$ cat src/core_params.svh
`ifndef CORE_PARAMS_SVH
`define CORE_PARAMS_SVH

// Clock cycles per instruction in multiples of 4 and never below 4
`define CORE_CPI 8

// Each of the four steps gets an equal share of the instruction period
`define CORE_STEP (`CORE_CPI / 4)

// First fetch address after reset
`define RESET_VECTOR 32'h0000_0000

// All-zero word decodes as r0 <- r0 | r0 + 0, so nothing changes
`define INSN_NOOP 32'h0000_0000

`endif

$ cat src/isaPkg.sv
`default_nettype none

package isaPkg;

    typedef enum logic [3:0] {
        opOr    = 4'h0,
        opAnd   = 4'h1,
        opAdd   = 4'h2,
        opMul   = 4'h3,
        opRsvd4 = 4'h4,             // Reserved code yields zero
        opShl   = 4'h5,
        opLt    = 4'h6,
        opEq    = 4'h7,
        opGt    = 4'h8,
        opAndn  = 4'h9,             // X and not Y
        opXor   = 4'ha,
        opSub   = 4'hb,
        opXnor  = 4'hc,
        opShr   = 4'hd,             // Logical shift
        opNe    = 4'he,
        opRsvdF = 4'hf              // Reserved code yields zero
    } aluOp;

    typedef logic [3:0] regIndex;

    // Single instruction layout with the MSB first
    typedef struct packed {
        logic       spare;
        logic       typeSwap;       // Swap Y and immediate roles
        logic       storing;
        logic       derefRhs;       // Right-hand side goes through memory
        regIndex    z;
        regIndex    x;
        regIndex    y;
        aluOp       op;
        logic [11:0] imm;
    } instrFields;

endpackage

`default_nettype wire

$ cat src/busPkg.sv
`default_nettype none

package busPkg;

    // Four equal steps of one instruction period
    typedef enum logic [1:0] {
        stepFetch     = 2'd0,
        stepExecute   = 2'd1,
        stepMemory    = 2'd2,
        stepWriteback = 2'd3
    } coreStep;

    typedef enum logic [1:0] {
        accessNone       = 2'd0,
        accessLoad       = 2'd1,
        accessStoreToZ   = 2'd2,   // Address from Z, data from ALU
        accessStoreToRhs = 2'd3    // Address from ALU, data from Z
    } accessKind;

endpackage

`default_nettype wire

$ cat src/instrDecoder.sv
`default_nettype none
`timescale 1ns/10ps

module instrDecoder
    import isaPkg::*;
(
    input  instrFields  instrWord,
    output regIndex     indexX,
    output regIndex     indexY,
    output regIndex     indexZ,
    output aluOp        op,
    output logic [31:0] immExt,
    output logic        typeSwap,
    output logic        storing,
    output logic        derefRhs,
    output logic        illegal,
    output logic        branching
);

    assign indexX   = instrWord.x;
    assign indexY   = instrWord.y;
    assign indexZ   = instrWord.z;
    assign op       = instrWord.op;
    assign typeSwap = instrWord.typeSwap;
    assign storing  = instrWord.storing;
    assign derefRhs = instrWord.derefRhs;

    assign immExt    = {{20{instrWord.imm[11]}}, instrWord.imm};  // Sign extend
    assign illegal   = &instrWord;                                // All-ones word
    assign branching = (&instrWord.z) && !instrWord.storing;     // Write to r15

endmodule

`default_nettype wire

$ cat src/registerFile.sv
`default_nettype none
`timescale 1ns/10ps

module registerFile
    import isaPkg::*;
(
    input  logic        clk,
    input  regIndex     indexX,
    input  regIndex     indexY,
    input  regIndex     indexZ,
    input  logic        writeEnable,
    input  logic [31:0] writeValue,
    input  logic [31:0] nextPc,
    output logic [31:0] valueX,
    output logic [31:0] valueY,
    output logic [31:0] valueZ
);

    logic [31:0] regs [1:14];  // r0 and r15 have no storage

    function automatic logic [31:0] readPort(regIndex index);
        if (index == 4'd0)
            return '0;
        if (index == 4'd15)
            return nextPc;         // r15 reads the next instruction address
        return regs[index];
    endfunction

    assign valueX = readPort(indexX);
    assign valueY = readPort(indexY);
    assign valueZ = readPort(indexZ);

    always_ff @(posedge clk) begin
        if (writeEnable && indexZ != 4'd0 && indexZ != 4'd15)
            regs[indexZ] <= writeValue;
    end

endmodule

`default_nettype wire

$ cat src/aluExec.sv
`default_nettype none
`timescale 1ns/10ps

module aluExec
    import isaPkg::*,
           busPkg::*;
(
    input  logic        clk,
    input  logic        reset_n,
    input  coreStep     step,
    input  logic        stepStart,
    input  aluOp        op,
    input  logic        typeSwap,
    input  logic [31:0] valueX,
    input  logic [31:0] valueY,
    input  logic [31:0] immExt,
    output logic [31:0] aluResult
);

    logic signed [31:0] lhs;
    logic signed [31:0] operand;
    logic [31:0]        addend;
    logic [31:0]        opValue;
    logic [31:0]        opResult;

    assign lhs     = valueX;
    assign operand = typeSwap ? immExt : valueY;  // Type 1 takes I as operand
    assign addend  = typeSwap ? valueY : immExt;

    always_comb begin
        case (op)
            opOr:    opValue = lhs | operand;
            opAnd:   opValue = lhs & operand;
            opAdd:   opValue = lhs + operand;
            opMul:   opValue = lhs * operand;
            opShl:   opValue = lhs << operand;
            opLt:    opValue = {32{lhs < operand}};
            opEq:    opValue = {32{lhs == operand}};
            opGt:    opValue = {32{lhs > operand}};
            opAndn:  opValue = lhs & ~operand;
            opXor:   opValue = lhs ^ operand;
            opSub:   opValue = lhs - operand;
            opXnor:  opValue = lhs ~^ operand;
            opShr:   opValue = $unsigned(lhs) >> operand;
            opNe:    opValue = {32{lhs != operand}};
            default: opValue = '0;                 // Reserved codes
        endcase
    end

    always_ff @(posedge clk) begin
        if (!reset_n)
            opResult <= '0;
        else if (step == stepExecute && stepStart)
            opResult <= opValue;                   // Sampled once per instruction
    end

    assign aluResult = opResult + addend;

endmodule

`default_nettype wire

$ cat src/coreControl.sv
`default_nettype none
`timescale 1ns/10ps
`include "core_params.svh"

module coreControl
    import busPkg::*;
(
    input  logic        clk,
    input  logic        reset_n,
    input  logic [31:0] instrData,
    input  logic [31:0] aluResult,
    input  logic [31:0] valueZ,
    input  logic [31:0] dataIn,
    input  logic        storing,
    input  logic        derefRhs,
    input  logic        illegal,
    input  logic        branching,
    output logic [31:0] instrWord,
    output coreStep     step,
    output logic        stepStart,
    output logic [31:0] instrAddr,
    output logic [31:0] nextPc,
    output logic [31:0] writeValue,
    output logic [31:0] dataAddr,
    output logic [31:0] dataOut,
    output logic        writeEnable,
    output logic        strobe,
    output logic        rw,
    output logic        halt
);

    localparam int countWidth = $clog2(`CORE_CPI);
    localparam logic [countWidth-1:0] stepLength = countWidth'(`CORE_STEP);
    localparam logic [countWidth-1:0] loadSlot   = countWidth'(`CORE_STEP + 1);
    localparam logic [countWidth-1:0] memStart   = countWidth'(2 * `CORE_STEP);
    localparam logic [countWidth-1:0] wbStart    = countWidth'(3 * `CORE_STEP);
    localparam logic [countWidth-1:0] lastCycle  = countWidth'(`CORE_CPI - 1);

    logic [countWidth-1:0] cycleCount;
    logic                  running;       // Low for the idle cycle after reset
    logic [31:0]           loadData;
    logic [31:0]           rhs;
    accessKind             kind;

    assign step      = coreStep'(2'(cycleCount / stepLength));
    assign stepStart = running && (cycleCount % stepLength) == '0;

    always_comb begin
        if (storing)
            kind = derefRhs ? accessStoreToRhs : accessStoreToZ;
        else if (derefRhs)
            kind = accessLoad;
        else
            kind = accessNone;
    end

    assign rhs        = (kind == accessLoad) ? loadData : aluResult;
    assign writeValue = rhs;
    assign dataAddr   = (kind == accessStoreToZ) ? valueZ : aluResult;
    assign dataOut    = (kind == accessStoreToRhs) ? valueZ : aluResult;

    // Load in the second cycle of execute, store in the first cycle of memory
    assign strobe = running && !halt &&
                    ((kind == accessLoad && cycleCount == loadSlot) ||
                     (storing && cycleCount == memStart));
    assign rw          = strobe && storing;
    assign writeEnable = running && !halt && !storing && cycleCount == lastCycle;

    always_ff @(posedge clk) begin
        if (!reset_n) begin
            running    <= 1'b0;
            cycleCount <= '0;
            instrWord  <= `INSN_NOOP;
            instrAddr  <= `RESET_VECTOR;
            nextPc     <= `RESET_VECTOR + 32'd1;
            halt       <= 1'b0;
        end else begin
            running <= 1'b1;
            if (running) begin
                cycleCount <= (cycleCount == lastCycle) ? '0 : cycleCount + 1'b1;
                if (cycleCount == '0)
                    instrWord <= instrData;                 // Fetch
                if (cycleCount == stepLength)
                    halt <= halt | illegal;                 // Sticky once set
                if (cycleCount == memStart && !halt)
                    instrAddr <= branching ? rhs : nextPc;  // Jump on r15 write
                if (cycleCount == wbStart)
                    nextPc <= instrAddr + 32'd1;
            end
        end
    end

    always_ff @(posedge clk) begin
        if (running && cycleCount == loadSlot)
            loadData <= dataIn;
    end

endmodule

`default_nettype wire

$ cat src/coreTop.sv
`default_nettype none
`timescale 1ns/10ps

module coreTop
    import isaPkg::*,
           busPkg::*;
(
    input  logic        clk,
    input  logic        reset_n,
    output logic [31:0] instrAddr,
    input  logic [31:0] instrData,
    output logic [31:0] dataAddr,
    output logic [31:0] dataOut,
    input  logic [31:0] dataIn,
    output logic        strobe,
    output logic        rw,
    output logic        halt
);

    logic [31:0] instrWord;
    regIndex     indexX;
    regIndex     indexY;
    regIndex     indexZ;
    aluOp        op;
    logic [31:0] immExt;
    logic        typeSwap;
    logic        storing;
    logic        derefRhs;
    logic        illegal;
    logic        branching;
    logic [31:0] valueX;
    logic [31:0] valueY;
    logic [31:0] valueZ;
    logic [31:0] aluResult;
    logic [31:0] writeValue;
    logic [31:0] nextPc;
    logic        writeEnable;
    coreStep     step;
    logic        stepStart;

    instrDecoder instrDecoder_inst (
        .instrWord (instrWord), .indexX   (indexX),   .indexY    (indexY),
        .indexZ    (indexZ),    .op       (op),       .immExt    (immExt),
        .typeSwap  (typeSwap),  .storing  (storing),  .derefRhs  (derefRhs),
        .illegal   (illegal),   .branching(branching)
    );

    registerFile registerFile_inst (
        .clk        (clk),         .indexX     (indexX),     .indexY (indexY),
        .indexZ     (indexZ),      .writeEnable(writeEnable),
        .writeValue (writeValue),  .nextPc     (nextPc),
        .valueX     (valueX),      .valueY     (valueY),     .valueZ (valueZ)
    );

    aluExec aluExec_inst (
        .clk      (clk),       .reset_n  (reset_n),  .step     (step),
        .stepStart(stepStart), .op       (op),       .typeSwap (typeSwap),
        .valueX   (valueX),    .valueY   (valueY),   .immExt   (immExt),
        .aluResult(aluResult)
    );

    coreControl coreControl_inst (
        .clk        (clk),        .reset_n   (reset_n),   .instrData (instrData),
        .aluResult  (aluResult),  .valueZ    (valueZ),    .dataIn    (dataIn),
        .storing    (storing),    .derefRhs  (derefRhs),  .illegal   (illegal),
        .branching  (branching),  .instrWord (instrWord), .step      (step),
        .stepStart  (stepStart),  .instrAddr (instrAddr), .nextPc    (nextPc),
        .writeValue (writeValue), .dataAddr  (dataAddr),  .dataOut   (dataOut),
        .writeEnable(writeEnable), .strobe   (strobe),    .rw        (rw),
        .halt       (halt)
    );

endmodule

`default_nettype wire

$ cat config.mk
export PLATFORM = sky130hd
export DESIGN_NAME = coreTop
export DESIGN_NICKNAME = d
export VERILOG_FILES = /design/src/isaPkg.sv /design/src/busPkg.sv /design/src/instrDecoder.sv /design/src/registerFile.sv /design/src/aluExec.sv /design/src/coreControl.sv /design/src/coreTop.sv
export VERILOG_INCLUDE_DIRS = /design/src /design/src/src
export SDC_FILE = /design/constraint.sdc
export NUM_CORES = 2
export LEC_CHECK = 0
export BUFFER_PORTS_ARGS = -buffer_cell sky130_fd_sc_hd__buf_2
export CAP_MARGIN = 20
export CORE_MARGIN = 2
export CORE_UTILIZATION = 30
export CTS_CLUSTER_DIAMETER = 100
export DETAILED_ROUTE_END_ITERATION = 6
export SYNTH_ARGS = -nofsm -noshare
export SYNTH_HDL_FRONTEND = slang
export SYNTH_SLANG_ARGS = --single-unit
$ cat constraint.sdc
create_clock -name clk -period 28.2 [get_ports clk]
set_input_delay 5.64 -clock clk [delete_from_list [all_inputs] [get_ports clk]]
set_output_delay 5.64 -clock clk [all_outputs]
set_load 0.1 [all_outputs]
==> Yosys cells after proc, flatten, opt, wreduce, memory -nomap -nowiden <==
Memories as Yosys holds them, arrays and structs flattened. A register that Yosys moved wholly into a read port is not among the register bits.
Index checks and enable logic that the tools add are counted.
{ "classes": {"n_addsub": 5, "eq_ne": 28, "shift": 2, "n_reduce_logical": 30, "n_mux": 41, "n_mul": 1, "order_cmp": 2, "bitwise": 7} }
{ "op_table": {"columns": ["operator", "count"], "rows": [
  ["32-bit 2-to-1 mux", 18],
  ["32-bit case mux with 14 select lines", 1],
  ["32-bit adder", 2],
  ["32-bit bitwise AND", 2],
  ["4-bit == test (second input constant)", 10],
  ["32-bit by 1-bit adder with 32-bit output (second input constant)", 1],
  ["32-bit == test", 1],
  ["32-bit > comparator", 1],
  ["32-bit < comparator", 1],
  ["32-bit by 32-bit multiplier with 32-bit output", 1],
  ["32-bit != test", 1],
  ["32-bit inverter", 1],
  ["32-bit OR", 1],
  ["32-bit AND reduction", 1],
  ["32-bit by 32-bit << shifter with 32-bit output", 1],
  ["32-bit by 32-bit right shift with 32-bit output", 1],
  ["32-bit subtractor", 1],
  ["32-bit XNOR", 1],
  ["32-bit XOR", 1],
  ["4-bit 2-to-1 mux", 6],
  ["4-bit logical NOT", 4],
  ["1-bit logical AND", 14],
  ["1-bit 2-to-1 mux", 14],
  ["4-bit by 3-bit == test with 1-bit output (second input constant)", 3],
  ["17 further kinds", 28]
]} }
{ "word_totals": {"register_bits": 165, "out_inout_bits": 99, "mem_count": 1, "input_bits": 66, "ramBits": 448} }
{ "mem_list": {"columns": ["name", "depth", "width", "rd", "rd_ports_with_merged_regs", "wr", "line", "text"], "rows": [
  ["registerFile_inst.regs", 14, 32, 3, 3, 1, "registerFile.sv:19", "logic [31:0] regs [1:14];"]
]} }

==> Depth between registers and ports, before layout <==
{ "logic_depth": {"ltp_word": 9, "depth_mapped": 44, "mapped_depth_nobuf": 35} }

==> By module <==
A second synthesis with hierarchy kept.
{ "unflattened": {"cells_unflattened": 6351, "area_unflattened_um2": 60864.6} }
{ "by_module_without_submodules": {"columns": ["module", "area_each_um2", "instances", "cells_each"], "rows": [
  ["aluExec", 28180.8, 1, 3575],
  ["registerFile", 25499.5, 1, 1966],
  ["coreControl", 6729.0, 1, 747],
  ["instrDecoder", 455.4, 1, 63]
]} }

==> Worst setup path after synthesis <==
OpenSTA, ideal clock, no wires.
{ "synth_timing": {"path_type": "register to output", "startpoint": "reg with a tool-made name", "endpoint": "out dataAddr[30]", "t_required_ps": 22560, "arrival_ps": 7258, "path_stages_with_launch": 23, "path_slack_ps": 15302, "cell_sequence": "dfxtp_1 buf_6 buf_8 buf_8 buf_12 mux4_2 mux4_2 mux2i_1 o2bb2ai_1 ha_1 fa_1 a21o_1 a21oi_1 o21bai_1 a2111oi_0 nor2_1 o2111ai_1 a31oi_1 a2111o_1 nand2_1 o21ai_0 xnor2_1 o21ai_0"} }
{ "synth_lines": {"columns": ["item", "line", "text"], "rows": [
  ["end, declared", "coreTop.sv:12", "output logic [31:0] dataAddr,"]
]} }

==> results.py <==
metrics = {
    "run_status": {
        "status": "complete, no violations",
    },
    "sta": {
        "maxSlewViolCount": 0,
        "tightest_slew_ns": 1.267,
        "fin_hold_ws_ns": 0.4858,
        "setup_violations": 0,
        "period_share_pct": 49.65,
        "tns_ns": 0,
        "max_freq_mhz": 71.42,
        "rsz0062_at_grt": "no",
        "finalHoldViolations": 0,
        "skew_ns": 0.04182,
        "maxSlewHeadroom_pct": 14.46,
        "period_minus_slack_ns": 14.00,
    },
    "critical_path": {
        "crit_path_end_kind": "output pin",
        "regToRegSetupSlack_ns": 15.80,
        "worstSetupStartpointType": "flip-flop",
        "required_ns": 22.56,
        "arrival_ns": 8.36,
        "crit_type": "reg2out",
        "crit_fanout": 59,
        "r2r_cells": 33,
        "reg2reg_to": "aluExec_inst.opResult[30]",
    },
    "yosys": {
        "synth_ff_type": "edfxtp_1",
        "synthesis.nets": 7048,
        "synth_area_leader_cell": "edfxtp_1",
        "avgSynthCellArea_sq_um": 9.564,
        "synthDistinctLibCells": 104,
        "synth_area_sq_um": 60150,
        "synth_edf_count": 480,
        "synth-seq-cells": 625,
        "syn_inst": 6289,
        "seq_area_frac_synth_pct": 28.79,
        "ys.warnings.count": 0,
        "ys_async_sr_fraction_pct": 0,
        "synth_top_area_share_pct": 23.96,
        "netlist_top_cells_area": "edfxtp_1, fa_1, mux4_2",
    },
    "route": {
        "firstDrtPassIters": 6,
        "post_drt_wl_per_cell_microns": 29.05,
        "wirelength_mm": 260.7,
        "m1WireLength_mm": 100.8,
        "dr_wl_met2_mm": 115.1,
        "viasPerCell": 5.922,
        "dr_wl_met3_mm": 29.09,
        "route.detailed.drc": 0,
        "via_count": 53140,
        "detail-route-antenna-nets": 0,
        "drt_iter0_markers": 7216,
        "top_layer": "met5",
    },
    "floorplan": {
        "std_cell_rows": 164,
        "core-area_sq_um": 199500,
        "dieWidth_microns": 451.8,
        "io_pins": 165,
        "die_area_sq_um": 204100,
        "start_util_pct": 30.16,
        "fp.dieH_microns": 451.8,
    },
    "global_route": {
        "grt_max_degree": 193,
        "grt_overflow": 0,
        "grt_pass1_vias": 52120,
        "grt_usage_pct": 24.84,
        "grt_pass1_wl_mm": 372.3,
        "antenna_found_initial": 7,
    },
    "cts": {
        "cts_sinks": 625,
        "clkTransAtPathRegs_ns": 0.06,
        "ctsHoldBuffers": 0,
        "htreeDepth": 3,
        "max-clock-path-buffers": 3,
        "cts_tree": "done",
        "clkLatencyLatePin_ns": 0.67,
        "cts-resized-gates": 0,
        "cts-buffers-inserted": 77,
        "postCtsSetupBuffers": 0,
        "root_buffer": "clkbuf_16",
    },
    "layout": {
        "finalNetCount": 7011,
        "final_cells": 8973,
        "final_core_util_pct": 33.26,
        "area_growth_pct": 10.30,
        "drive_above_1_share_pct": 13.21,
    },
    "power": {
        "ir_drop_v": 0.00005333,
        "power_density_nw_per_um2": 63.01,
        "p_total_mw": 4.180,
        "p_leak_nw": 25.15,
    },
    "worst_hold_path": {
        "holdPathStages": 2,
        "hp-class": "reg2reg",
        "hold_end": "coreControl_inst.instrWord[5]",
        "min-delay-start": "coreControl_inst.instrWord[5]",
    },
    "place": {
        "io_buffers": 164,
        "dp_hpwl_mm": 186.8,
        "place_inst": 8826,
        "globalplace.congestion": 0.9999,
    },
    "flow_run": {
        "drv_cap": 0,
    },
}
## cell usage in the layout, fill, tap and decap left out, types with 48 or more instances in the layout
cell type / n
nor2_1: 762
nand2_1: 749
inv_1: 534
edfxtp_1: 480
fa_1: 411
a21oi_1: 342
o21ai_0: 299
ha_1: 282
mux2i_1: 252
mux4_2: 233
a211oi_1: 199
buf_4: 170
buf_2: 164
dfxtp_1: 131
xnor2_1: 126
clkbuf_16: 79
nor3_1: 68
o211ai_1: 65
nand3_1: 62
xor2_1: 55
a21o_1: 48
## where the power goes
part	leakage (nW)	switching, mW	total, mW	internal (mW)
Sequential	5.60	0.0241	1.04	1.02
Combinational	18.3	1.42	2.13	0.708
Clock	1.24	0.419	1.01	0.596
## sequential cells by signal, indices dropped and copies added (netlist names), named ones only
signal                       flops
coreControl_inst.nextPc         32
aluExec_inst.opResult           32
coreControl_inst.halt            1
coreControl_inst.running         1
coreControl_inst.loadData       32
coreControl_inst.instrWord      32
coreControl_inst.cycleCount      3
registerFile_inst.regs         448
coreControl_inst.instrAddr      32
## metrics by stage
stage	setup slack, ns	cell area, sq um
after global placement	14.97	63750
after CTS	14.33	66310
after global routing	13.70	66330
final	14.20	66340
after floorplan	15.30	60150
after detailed placement	15.08	63750
## layout make-up
class | instances | area, sq um
Clock inverter | 44 | 485.5
Multi-Input combinational cell | 4651 | 38840
Antenna cell | 2 | 5.005
Fill cell | 20370 | 133100
Sequential cell | 625 | 17350
Clock buffer | 98 | 2068
Timing Repair Buffer | 338 | 2170
Tap cell | 2656 | 3323
Inverter | 559 | 2101
## worst max-delay path: stages, from the launching register on
cell	delay, ns
dfxtp_4	0.72
buf_4	0.75
buf_4	0.65
mux4_2	0.39
mux4_2	0.46
nand2_1	0.15
a21oi_1	0.09
nand2_1	0.07
o21ai_0	0.09
ha_1	0.35
a21oi_1	0.23
o21bai_1	0.12
a2111oi_0	0.85
nor2_1	0.17
o2111ai_1	0.37
a31oi_1	0.21
a2111o_1	0.59
a31o_2	0.28
a21oi_1	0.17
xnor2_1	0.25
mux2_2	0.24
buf_2	0.42
## how the worst max path moves through the flow
| stage | slack (ns) | from | cells past startpoint | end |
|---|---|---|---|---|
| after floorplan | 15.30 | flip-flop | 22 | dataAddr[30] |
| final | 14.20 | flip-flop | 21 | dataAddr[28] |
| after global routing | 13.70 | flip-flop | 21 | dataAddr[28] |
| after detailed placement | 15.08 | flip-flop | 21 | dataAddr[28] |
| after CTS | 14.33 | flip-flop | 21 | dataAddr[28] |
| after global placement | 14.97 | flip-flop | 21 | dataAddr[28] |
## cell usage after synthesis (145+ instances only)
cell type,instances
mux4_2,233
a211oi_1,199
clkbuf_1,282
o21ai_0,301
fa_1,411
ha_1,282
mux2i_1,252
dfxtp_1,145
inv_1,537
a21oi_1,345
nand2_1,749
edfxtp_1,480
nor2_1,778
## metal layers
layer / GRT usage, % / vias to the layer above
li1: - / 22210
met1: 32.43 / 26620
met2: 38.37 / 3568
met3: 5.607 / 736
met4: 12.98 / 8
met5: 0 / -
## cells by family after synthesis
| logic type | Yosys count | synth area share [%] |
|---|---|---|
| AO/OA/AOI/OAI | 1393 | 15.24 |
| adder cells (fa/ha/maj) | 693 | 19.55 |
| multiplexers | 527 | 13.83 |
| flip-flops | 625 | 28.79 |
| buffers and inverters | 1013 | 7.056 |
| AND/OR/NAND/NOR | 1853 | 12.74 |
| XOR/XNOR | 185 | 2.788 |
No activity file was read; power rests on OpenSTA's default activity.
